==> src/verilog/rx_mac_consts.svh <==
`ifndef RX_MAC_CONSTS_SVH
`define RX_MAC_CONSTS_SVH

// Byte lane width of the PHY side and the output stream
`define RX_DATA_WIDTH 8

// Frame delimiters
`define ETH_PREAMBLE 8'h55   // Repeated before the SFD
`define ETH_SFD      8'hD5   // Start frame delimiter

// CRC-32 start state and good-frame residue
`define CRC_INIT    32'hFFFF_FFFF
`define CRC_RESIDUE 32'hC704_DD7B   // MSB-first form of the residue

// Shortest legal frame, destination address through FCS
`define ETH_MIN_FRAME 64

// Entry queue depth, power of two
`define RX_QUEUE_DEPTH 32

`endif

==> src/verilog/eth_frame_pkg.sv <==
package eth_frame_pkg;

    // Frame synchronizer FSM states
    typedef enum logic [1:0] {
        sync_hunt,      // Idle, waiting for a preamble byte
        sync_preamble,  // In preamble, looking for the SFD
        sync_frame      // Forwarding frame bytes until dv falls
    } sync_state_t;

endpackage

==> src/verilog/rx_queue_pkg.sv <==
`include "rx_mac_consts.svh"

package rx_queue_pkg;

    // Per-frame error summary, first field is the MSB
    typedef struct packed {
        logic       crc_bad;    // Residue check failed
        logic       phy_err;    // rx_er seen on some byte
        logic       runt;       // Shorter than the minimum frame
        logic       overflow;   // Bytes dropped on a full queue
        logic [3:0] reserved;   // Always zero
    } frame_status_t;

    // One queue word, a data byte or a status summary
    typedef union packed {
        logic [`RX_DATA_WIDTH-1:0] data;
        frame_status_t             status;
    } queue_word_u;

    // Queue entry, kind selects the view of word
    typedef struct packed {
        logic        kind;   // 1 = status, 0 = data
        queue_word_u word;
    } queue_entry_t;

endpackage

==> src/verilog/rx_frame_sync.sv <==
`timescale 1ns/1ps
`include "rx_mac_consts.svh"

module rx_frame_sync (
    input  logic                      clk,
    input  logic                      reset_n,
    input  logic [`RX_DATA_WIDTH-1:0] rx_data,
    input  logic                      rx_dv,
    input  logic                      rx_er,
    output logic                      byte_valid,
    output logic [`RX_DATA_WIDTH-1:0] byte_data,
    output logic                      byte_err,
    output logic                      frame_start,
    output logic                      frame_end
);

    logic [`RX_DATA_WIDTH-1:0]   rx_data_q;    // PHY input stage
    logic                        rx_dv_q;
    logic                        rx_er_q;
    logic                        first_byte;   // Next forwarded byte opens the frame
    eth_frame_pkg::sync_state_t  state;

    always_ff @(posedge clk) begin
        rx_data_q <= rx_data;
    end

    always_ff @(posedge clk) begin
        if (!reset_n) begin
            rx_dv_q <= 1'b0;
            rx_er_q <= 1'b0;
        end else begin
            rx_dv_q <= rx_dv;
            rx_er_q <= rx_er;
        end
    end

    // Preamble/SFD hunt and frame forwarding
    always_ff @(posedge clk) begin
        if (!reset_n) begin
            state       <= eth_frame_pkg::sync_hunt;
            first_byte  <= 1'b0;
            byte_valid  <= 1'b0;
            byte_err    <= 1'b0;
            frame_start <= 1'b0;
            frame_end   <= 1'b0;
        end else begin
            byte_valid  <= 1'b0;   // Single-cycle pulses by default
            byte_err    <= 1'b0;
            frame_start <= 1'b0;
            frame_end   <= 1'b0;
            case (state)
                eth_frame_pkg::sync_hunt: begin
                    if (rx_dv_q && rx_data_q == `ETH_PREAMBLE)
                        state <= eth_frame_pkg::sync_preamble;
                end
                eth_frame_pkg::sync_preamble: begin
                    if (!rx_dv_q) begin
                        state <= eth_frame_pkg::sync_hunt;   // Burst ended without SFD
                    end else if (rx_data_q == `ETH_SFD) begin
                        state      <= eth_frame_pkg::sync_frame;
                        first_byte <= 1'b1;
                    end else if (rx_data_q != `ETH_PREAMBLE) begin
                        state <= eth_frame_pkg::sync_hunt;   // Garbage inside preamble
                    end
                end
                eth_frame_pkg::sync_frame: begin
                    if (rx_dv_q) begin
                        byte_valid  <= 1'b1;
                        byte_err    <= rx_er_q;
                        frame_start <= first_byte;
                        first_byte  <= 1'b0;
                    end else begin
                        frame_end <= 1'b1;   // No byte with this pulse
                        state     <= eth_frame_pkg::sync_hunt;
                    end
                end
                default: state <= eth_frame_pkg::sync_hunt;
            endcase
        end
    end

    // Forwarded byte, qualified by byte_valid
    always_ff @(posedge clk) begin
        if (state == eth_frame_pkg::sync_frame && rx_dv_q)
            byte_data <= rx_data_q;
    end

endmodule

==> src/verilog/crc32_byte.sv <==
`timescale 1ns/1ps
`include "rx_mac_consts.svh"

module crc32_byte (
    input  logic [31:0]               crc_in,
    input  logic [`RX_DATA_WIDTH-1:0] data_in,
    output logic [31:0]               crc_out
);

    logic [31:0] crc_work;   // State while bits are folded in

    // Reflected CRC-32, LSB of the byte first
    always_comb begin
        crc_work = crc_in;
        for (int i = 0; i < `RX_DATA_WIDTH; i++) begin
            if (crc_work[0] ^ data_in[i])
                crc_work = (crc_work >> 1) ^ 32'hEDB8_8320;   // Reversed 04C11DB7
            else
                crc_work = crc_work >> 1;
        end
    end

    // No final inversion, the raw state is compared against the residue
    assign crc_out = crc_work;

endmodule

==> src/verilog/rx_fcs_check.sv <==
`timescale 1ns/1ps
`include "rx_mac_consts.svh"

module rx_fcs_check (
    input  logic                       clk,
    input  logic                       reset_n,
    input  logic                       byte_valid,
    input  logic [`RX_DATA_WIDTH-1:0]  byte_data,
    input  logic                       byte_err,
    input  logic                       frame_start,
    input  logic                       frame_end,
    input  logic                       almost_full,
    output logic                       wr_en,
    output rx_queue_pkg::queue_entry_t wr_entry
);

    logic [31:0]                           crc_state;
    logic [31:0]                           crc_seed;
    logic [31:0]                           crc_next;
    logic [31:0]                           crc_msb;     // State in MSB-first order
    logic [`RX_DATA_WIDTH-1:0]             dly [4];     // FCS hold-back line, dly[3] oldest
    logic [2:0]                            dly_fill;
    logic [$clog2(`ETH_MIN_FRAME + 1)-1:0] byte_cnt;    // Saturates at the minimum
    logic                                  phy_err;
    logic                                  overflow;
    logic                                  write_due;
    rx_queue_pkg::frame_status_t           status;

    assign crc_seed = frame_start ? `CRC_INIT : crc_state;   // Fresh CRC per frame

    crc32_byte crc32_byte_i (
        .crc_in  (crc_seed),
        .data_in (byte_data),
        .crc_out (crc_next)
    );

    assign crc_msb   = {<<{crc_state}};
    // Oldest byte leaves once four younger ones are behind it
    assign write_due = byte_valid && !frame_start && (dly_fill == 3'd4);

    always_comb begin
        status          = '0;
        status.crc_bad  = (crc_msb != `CRC_RESIDUE);
        status.phy_err  = phy_err;
        status.runt     = (byte_cnt < `ETH_MIN_FRAME);
        status.overflow = overflow;
    end

    always_ff @(posedge clk) begin
        if (!reset_n) begin
            wr_en    <= 1'b0;
            dly_fill <= '0;
            byte_cnt <= '0;
            phy_err  <= 1'b0;
            overflow <= 1'b0;
        end else begin
            // Status always writes, data only while room and no earlier drop
            wr_en <= frame_end || (write_due && !almost_full && !overflow);
            if (byte_valid) begin
                if (frame_start) begin
                    dly_fill <= 3'd1;
                    byte_cnt <= 1'b1;
                    phy_err  <= byte_err;
                    overflow <= 1'b0;
                end else begin
                    if (dly_fill != 3'd4)
                        dly_fill <= dly_fill + 1'b1;
                    if (byte_cnt < `ETH_MIN_FRAME)
                        byte_cnt <= byte_cnt + 1'b1;
                    phy_err <= phy_err | byte_err;
                    if (write_due && almost_full)
                        overflow <= 1'b1;   // Rest of this frame is dropped
                end
            end
        end
    end

    always_ff @(posedge clk) begin
        if (byte_valid) begin
            crc_state <= crc_next;
            dly[0]    <= byte_data;
            dly[1]    <= dly[0];
            dly[2]    <= dly[1];
            dly[3]    <= dly[2];
        end
        if (frame_end) begin
            wr_entry.kind        <= 1'b1;
            wr_entry.word.status <= status;
        end else if (write_due) begin
            wr_entry.kind      <= 1'b0;
            wr_entry.word.data <= dly[3];
        end
    end

endmodule

==> src/verilog/rx_entry_queue.sv <==
`timescale 1ns/1ps
`include "rx_mac_consts.svh"

module rx_entry_queue #(
    parameter int DEPTH = `RX_QUEUE_DEPTH
) (
    input  logic                       clk,
    input  logic                       reset_n,
    input  logic                       wr_en,
    input  rx_queue_pkg::queue_entry_t wr_entry,
    input  logic                       rd_en,
    output rx_queue_pkg::queue_entry_t rd_entry,
    output logic                       empty,
    output logic                       almost_full
);

    rx_queue_pkg::queue_entry_t   mem [DEPTH];
    logic [$clog2(DEPTH)-1:0]     wr_ptr;     // Wraps, DEPTH is a power of two
    logic [$clog2(DEPTH)-1:0]     rd_ptr;
    logic [$clog2(DEPTH + 1)-1:0] count;      // Occupied slots
    logic                         do_wr;
    logic                         do_rd;

    assign do_wr = wr_en && (count != DEPTH);
    assign do_rd = rd_en && !empty;

    assign empty    = (count == 0);
    assign rd_entry = mem[rd_ptr];   // Show-ahead head
    // Fewer than two slots free once the write in progress lands,
    // so a full stall keeps DEPTH-1 data entries and room for the status
    assign almost_full = (count + wr_en) >= (DEPTH - 1);

    always_ff @(posedge clk) begin
        if (do_wr)
            mem[wr_ptr] <= wr_entry;
    end

    always_ff @(posedge clk) begin
        if (!reset_n) begin
            wr_ptr <= '0;
            rd_ptr <= '0;
            count  <= '0;
        end else begin
            if (do_wr)
                wr_ptr <= wr_ptr + 1'b1;
            if (do_rd)
                rd_ptr <= rd_ptr + 1'b1;
            case ({do_wr, do_rd})
                2'b10:   count <= count + 1'b1;
                2'b01:   count <= count - 1'b1;
                default: count <= count;   // Both or neither
            endcase
        end
    end

endmodule

==> src/verilog/rx_stream_out.sv <==
`timescale 1ns/1ps
`include "rx_mac_consts.svh"

module rx_stream_out (
    input  logic                       clk,
    input  logic                       reset_n,
    input  rx_queue_pkg::queue_entry_t rd_entry,
    input  logic                       empty,
    output logic                       rd_en,
    output logic [`RX_DATA_WIDTH-1:0]  m_rx_axis_tdata,
    output logic                       m_rx_axis_tvalid,
    output logic                       m_rx_axis_tlast,
    output logic                       m_rx_axis_tuser,
    input  logic                       m_rx_axis_tready
);

    logic hold_valid;   // m_rx_axis_tdata holds a popped byte
    logic frame_bad;    // Any error flag in the head status
    logic beat;

    assign frame_bad = rd_entry.word.status.crc_bad | rd_entry.word.status.phy_err |
                       rd_entry.word.status.runt | rd_entry.word.status.overflow;

    // Offer the held byte only once its successor is visible
    assign m_rx_axis_tvalid = hold_valid && !empty;
    assign m_rx_axis_tlast  = m_rx_axis_tvalid && rd_entry.kind;   // Successor is status
    assign m_rx_axis_tuser  = m_rx_axis_tlast && frame_bad;
    assign beat             = m_rx_axis_tvalid && m_rx_axis_tready;

    // Fill an empty holder, or consume the successor along with the beat
    assign rd_en = !empty && (!hold_valid || beat);

    always_ff @(posedge clk) begin
        if (!reset_n) begin
            hold_valid <= 1'b0;
        end else if (rd_en) begin
            hold_valid <= !rd_entry.kind;   // Status closes the frame, or is discarded
        end
    end

    always_ff @(posedge clk) begin
        if (rd_en && !rd_entry.kind)
            m_rx_axis_tdata <= rd_entry.word.data;
    end

endmodule

==> src/verilog/rx_mac_top.sv <==
`timescale 1ns/1ps
`include "rx_mac_consts.svh"

module rx_mac_top (
    input  logic                      clk,
    input  logic                      reset_n,
    input  logic [`RX_DATA_WIDTH-1:0] rx_data,
    input  logic                      rx_dv,
    input  logic                      rx_er,
    output logic [`RX_DATA_WIDTH-1:0] m_rx_axis_tdata,
    output logic                      m_rx_axis_tvalid,
    output logic                      m_rx_axis_tlast,
    output logic                      m_rx_axis_tuser,
    input  logic                      m_rx_axis_tready
);

    // Synchronizer to checker
    logic                       byte_valid;
    logic [`RX_DATA_WIDTH-1:0]  byte_data;
    logic                       byte_err;
    logic                       frame_start;
    logic                       frame_end;
    // Checker to queue
    logic                       wr_en;
    rx_queue_pkg::queue_entry_t wr_entry;
    logic                       almost_full;
    // Queue to stream formatter
    logic                       rd_en;
    rx_queue_pkg::queue_entry_t rd_entry;
    logic                       empty;

    rx_frame_sync rx_frame_sync_i (
        .clk         (clk),
        .reset_n     (reset_n),
        .rx_data     (rx_data),
        .rx_dv       (rx_dv),
        .rx_er       (rx_er),
        .byte_valid  (byte_valid),
        .byte_data   (byte_data),
        .byte_err    (byte_err),
        .frame_start (frame_start),
        .frame_end   (frame_end)
    );

    rx_fcs_check rx_fcs_check_i (
        .clk         (clk),
        .reset_n     (reset_n),
        .byte_valid  (byte_valid),
        .byte_data   (byte_data),
        .byte_err    (byte_err),
        .frame_start (frame_start),
        .frame_end   (frame_end),
        .almost_full (almost_full),
        .wr_en       (wr_en),
        .wr_entry    (wr_entry)
    );

    rx_entry_queue #(
        .DEPTH (`RX_QUEUE_DEPTH)
    ) rx_entry_queue_i (
        .clk         (clk),
        .reset_n     (reset_n),
        .wr_en       (wr_en),
        .wr_entry    (wr_entry),
        .rd_en       (rd_en),
        .rd_entry    (rd_entry),
        .empty       (empty),
        .almost_full (almost_full)
    );

    rx_stream_out rx_stream_out_i (
        .clk              (clk),
        .reset_n          (reset_n),
        .rd_entry         (rd_entry),
        .empty            (empty),
        .rd_en            (rd_en),
        .m_rx_axis_tdata  (m_rx_axis_tdata),
        .m_rx_axis_tvalid (m_rx_axis_tvalid),
        .m_rx_axis_tlast  (m_rx_axis_tlast),
        .m_rx_axis_tuser  (m_rx_axis_tuser),
        .m_rx_axis_tready (m_rx_axis_tready)
    );

endmodule

==> config.mk <==
export PLATFORM = sky130hd
export DESIGN_NAME = rx_mac_top
export DESIGN_NICKNAME = d
export VERILOG_FILES = /design/src/verilog/eth_frame_pkg.sv /design/src/verilog/rx_queue_pkg.sv /design/src/verilog/rx_frame_sync.sv /design/src/verilog/crc32_byte.sv /design/src/verilog/rx_fcs_check.sv /design/src/verilog/rx_entry_queue.sv /design/src/verilog/rx_stream_out.sv /design/src/verilog/rx_mac_top.sv
export VERILOG_INCLUDE_DIRS = /design/src /design/src/verilog
export SDC_FILE = /design/constraint.sdc
export NUM_CORES = 1
export LEC_CHECK = 0
export ABC_CLOCK_PERIOD_IN_PS = 2900
export BUFFER_PORTS_ARGS = -buffer_cell sky130_fd_sc_hd__buf_4
export CORE_MARGIN = 5
export CORE_UTILIZATION = 45
export CTS_BUF_LIST = sky130_fd_sc_hd__clkbuf_2
export DETAILED_ROUTE_END_ITERATION = 8
export MAX_ROUTING_LAYER = met4
export PLACE_DENSITY_LB_ADDON = 0.12
export SYNTH_ARGS = -nofsm -noshare
export SYNTH_HDL_FRONTEND = slang
export SYNTH_SLANG_ARGS = --single-unit
==> constraint.sdc <==
create_clock -name clk -period 2.9 [get_ports clk]
set_input_delay 0.87 -clock clk [delete_from_list [all_inputs] [get_ports clk]]
set_output_delay 0.87 -clock clk [all_outputs]
set_load 0.02 [all_outputs]
==> impl_results.md <==
* Number of antenna violations at the first check in global routing at 2
* Violations in the final reports: negative setup slack
* Floorplan core area at 0.03784 sq mm
* Number of global-route vias before repair at 9,446
* Fraction of synthesized cell area taken by the top area cell type at 0.6453
* Worst relative slew slack at 0.2105
* Max-cap viol count at 0
* Fin nets at 1,195
* Placer Congestion at 0.8041
* Uppermost routed layer: met4
* Adder-cell share of the synthesized area at 0.009396
* Post-synthesis xor/xnor area fraction at 0.05746
* Slew at the pin closest to its max-slew limit at 1.184 ns
* Classification of the worst setup path: flop to output pin
* Number of enable-type register cells in the synthesized netlist at 372
* Clock insertion delay at the later pin of the skew report at 0.99 ns
* CP arrival at 3.32 ns
* CP delay by family, top: multiplexers
* Iteration-0 DRC Markers at 670
* Post-synthesis async set-or-reset flop share at 0
* Routed Wire Length at 36,570 um
* Multiplexer share of the synthesized area at 0.1202
* Sinks on the clock net at 429
* Final clock period utilization by the worst path at 1.444
* Setup repair after global routing missed its margin: true
* Path category of the worst min-delay check: input pin to flop
* Critical path cell sequence: buf_12, buf_12, mux4_2, mux4_2, mux2_4, and2_4, o41a_1, buf_6
* Cells taking the most area after synthesis: edfxtp_1, mux4_2, dfxtp_1
* Length of the first detailed-routing pass in iterations at 4
* Total overflow reported by the global router at 0
* Flip-flop and latch count after synthesis at 429
* Number of max-slew violations in the final report at 0
* Layout overhead on the synthesized area at 14.20%
* Initial Utilization at 0.4574
* CP max FO at 5
* Count of yosys warnings during synthesis at 0
* Maximum number of pins on one net before global-route repair at 68
* Cell Pwr Density at 689.8 mW/mm^2
* Register-to-Register Path Depth at 11
* Wire length on met1 at 15,880 um
* Stages on the worst setup path at 8
* Core Util, Final at 0.5224
* Most frequently used flop master after synthesis: edfxtp_1
* Design Area, Final at 0.01977 sq mm
* Cell type contributing the most total cell area after synthesis: edfxtp_1
* Post-synthesis instance area at 0.01731 sq mm
* Status: finished, violations left
* I/O Buffers at 23
* Minimum period implied by the final worst setup slack at 4.188 ns
* Global-route wire length before repair at 56,460 um
* Area after DPL at 0.01847 sq mm
* DRC errors left at 0
* Data required time at the worst endpoint at 2.03 ns
* Layout Skew at 0.05256 ns
* Share of layout cells above drive strength 1 at 0.2869
* Average cell area after synthesis at 17.35 sq um
* Met2 Routed Length at 17,980 um
* DR WL/cell at 20.68 um
* Number of cells produced by synthesis at 998
* Cell depth of the worst min-delay path at 2
* Die span in x at 206.1 um
* CP Buf/Inv Count at 3
* Number of vias after detailed routing at 9,241
* Clock Tree Buf Depth at 3
* DPL Wire Length at 23,430 um
* Final hold vios at 0
* Critical path startpoint category: flop
* Cell type of the slowest stage on the worst timing path: mux4_2
* Gr usage total at 0.1832
* Max Freq at 238.8 MHz
* Part of the Yosys area used for sequential elements at 0.7112
* Die area at 0.04249 sq mm
* # IOs at 24
* H-tree depth at 3
* Count of unique library cells instantiated by Yosys at 56
* Slowest cell delay on critical path at 0.49 ns
* Final antenna-violating net count at 0
* Synth Area in Compound Gates at 0.02197
* Avg Vias per Cell at 5.227
* Setup slack after layout at -1.288 ns
* Standby leakage power at 6.692 nW
* VDD IR max at 0.2847 mV
* Synth Net Count at 1,024
* Synthesized-area fraction occupied by and/or/nand/nor cells at 0.06158
* Count of standard-cell rows at 71
* Detailed-routed wire length on met3 at 2029 um
* CTS Buf Count at 106
* Clock-pin slew on the worst setup and hold paths at 0.09 ns
* Final setup violating endpoints at 3
* CTS tree: done
* Largest family of logic cells by synthesized area: multiplexers
* Height of the die at 206.1 um
* Critical path endpoint category: output pin
* CTS Root Buffer Type: clkbuf_2
* Pre-CTS setup slack at -0.3341 ns
## where the power goes
part           internal, mW  switching, mW
Clock                  1.50           2.36
Combinational          1.53           1.37
Sequential             6.78         0.0962
Total                  9.81           3.83
## per-layer routing
layer,global-route usage,vias to the layer above
li1,-,4237
met4,0.05276,0
met5,-,-
met1,0.2405,4635
met3,0.04221,70
met2,0.2903,299
## path summary, 6_finish.rpt
check / startpoint / endpoint / slack, ns
min: reset_n / rx_stream_out_i.hold_valid / 0.22
max: flop / m_rx_axis_tuser / -1.29
max reg2reg: rx_entry_queue_i.count[0] / rx_entry_queue_i.count[4] / 0.12
min reg2reg: rx_fcs_check_i.dly[0][2] / rx_fcs_check_i.dly[1][2] / 0.40
## sequential cells by signal, indices dropped and copies added (netlist names), 2 cells and up, named ones only
name and cells:
rx_fcs_check_i.byte_cnt 7, rx_entry_queue_i.rd_ptr 5, rx_fcs_check_i.wr_entry 9, rx_frame_sync_i.byte_data 8, rx_entry_queue_i.mem 288, rx_fcs_check_i.dly 32, rx_frame_sync_i.state 2, rx_stream_out_i.m_rx_axis_tdata 8
rx_entry_queue_i.count 6, rx_fcs_check_i.crc_state 32, rx_entry_queue_i.wr_ptr 5, rx_frame_sync_i.rx_data_q 8, rx_fcs_check_i.dly_fill 3
## layout make-up
| cell class | instances | area [sq um] |
|---|---|---|
| Clock buffer | 151 | 755.7 |
| Timing Repair Buffer | 111 | 1022 |
| Clock inverter | 43 | 196.4 |
| Multi-Input combinational cell | 502 | 4760 |
| Sequential cell | 429 | 12320 |
| Fill cell | 3289 | 18070 |
| Tap cell | 511 | 639.4 |
| Inverter | 19 | 71.32 |
| Antenna cell | 2 | 5.005 |
## cell families (layout without fill, tap and decap cells)
family,Yosys count,in the layout
AOI/OAI and AO/OA,57,57
xor gates and xnor gates,104,104
adders and majority gates,13,13
buffers and inverters,67,324
DFF,429,429
muxes,96,96
other,0,2
and+or+nand+nor,232,232
## Yosys cell counts (9+ instances only)
library cell	instances
inv_1	17
xor2_1	30
xnor2_1	67
dfxtp_1	57
mux4_2	59
edfxtp_1	372
mux4_1	23
nor2_1	96
a21oi_1	19
ha_1	13
nand2_1	66
clkbuf_1	25
o21ai_0	9
buf_2	10
nand3_1	10
nand4_1	11
## layout by cell type (no fill, tap or decap), types with 5 or more instances in the layout
cell type        n
mux2i_1          5
dfxtp_1         53
xnor2_1         67
nand2b_1         6
inv_1           16
nand4_1         11
nand3_1         10
clkbuf_2       151
edfxtp_1       372
buf_4           86
o21ai_0          7
and3_1           5
and2_1           5
a21oi_1         18
buf_12          10
nand2_1         64
xor2_1          30
mux4_1          14
clkinv_1        36
mux4_2          68
dlygate4sd3_1   10
ha_1            11
xnor3_1          5
nor2_1          96
## repair_timing
item | CTS | global route
hold buffers | 10 | 0
setup buffers | 7 | 6
pin swaps | 1 | 8
endpoints found under the setup margin | 4 | 7
endpoints found under the hold margin | 10 | 0
gates cloned | 1 | 0
gates resized for setup | 18 | 18
## stage by stage
step / setup TNS (ns) / instances / power (mW) / hold WS, ns
6_report: -2.849 / 1768 / 13.64 / 0.2175
5_1_grt: -3.420 / 1768 / 14.41 / 0.09615
4_1_cts: -3.265 / 1760 / 13.71 / 0.08514
3_5_place_dp: -0.5361 / 1548 / 9.655 / 0.4045
3_3_place_gp: -0.5315 / 1548 / 9.648 / 0.4011
2_1_floorplan: -0.1378 / 998 / 8.731 / 0.3995
Power figures use the tool's default switching activity.
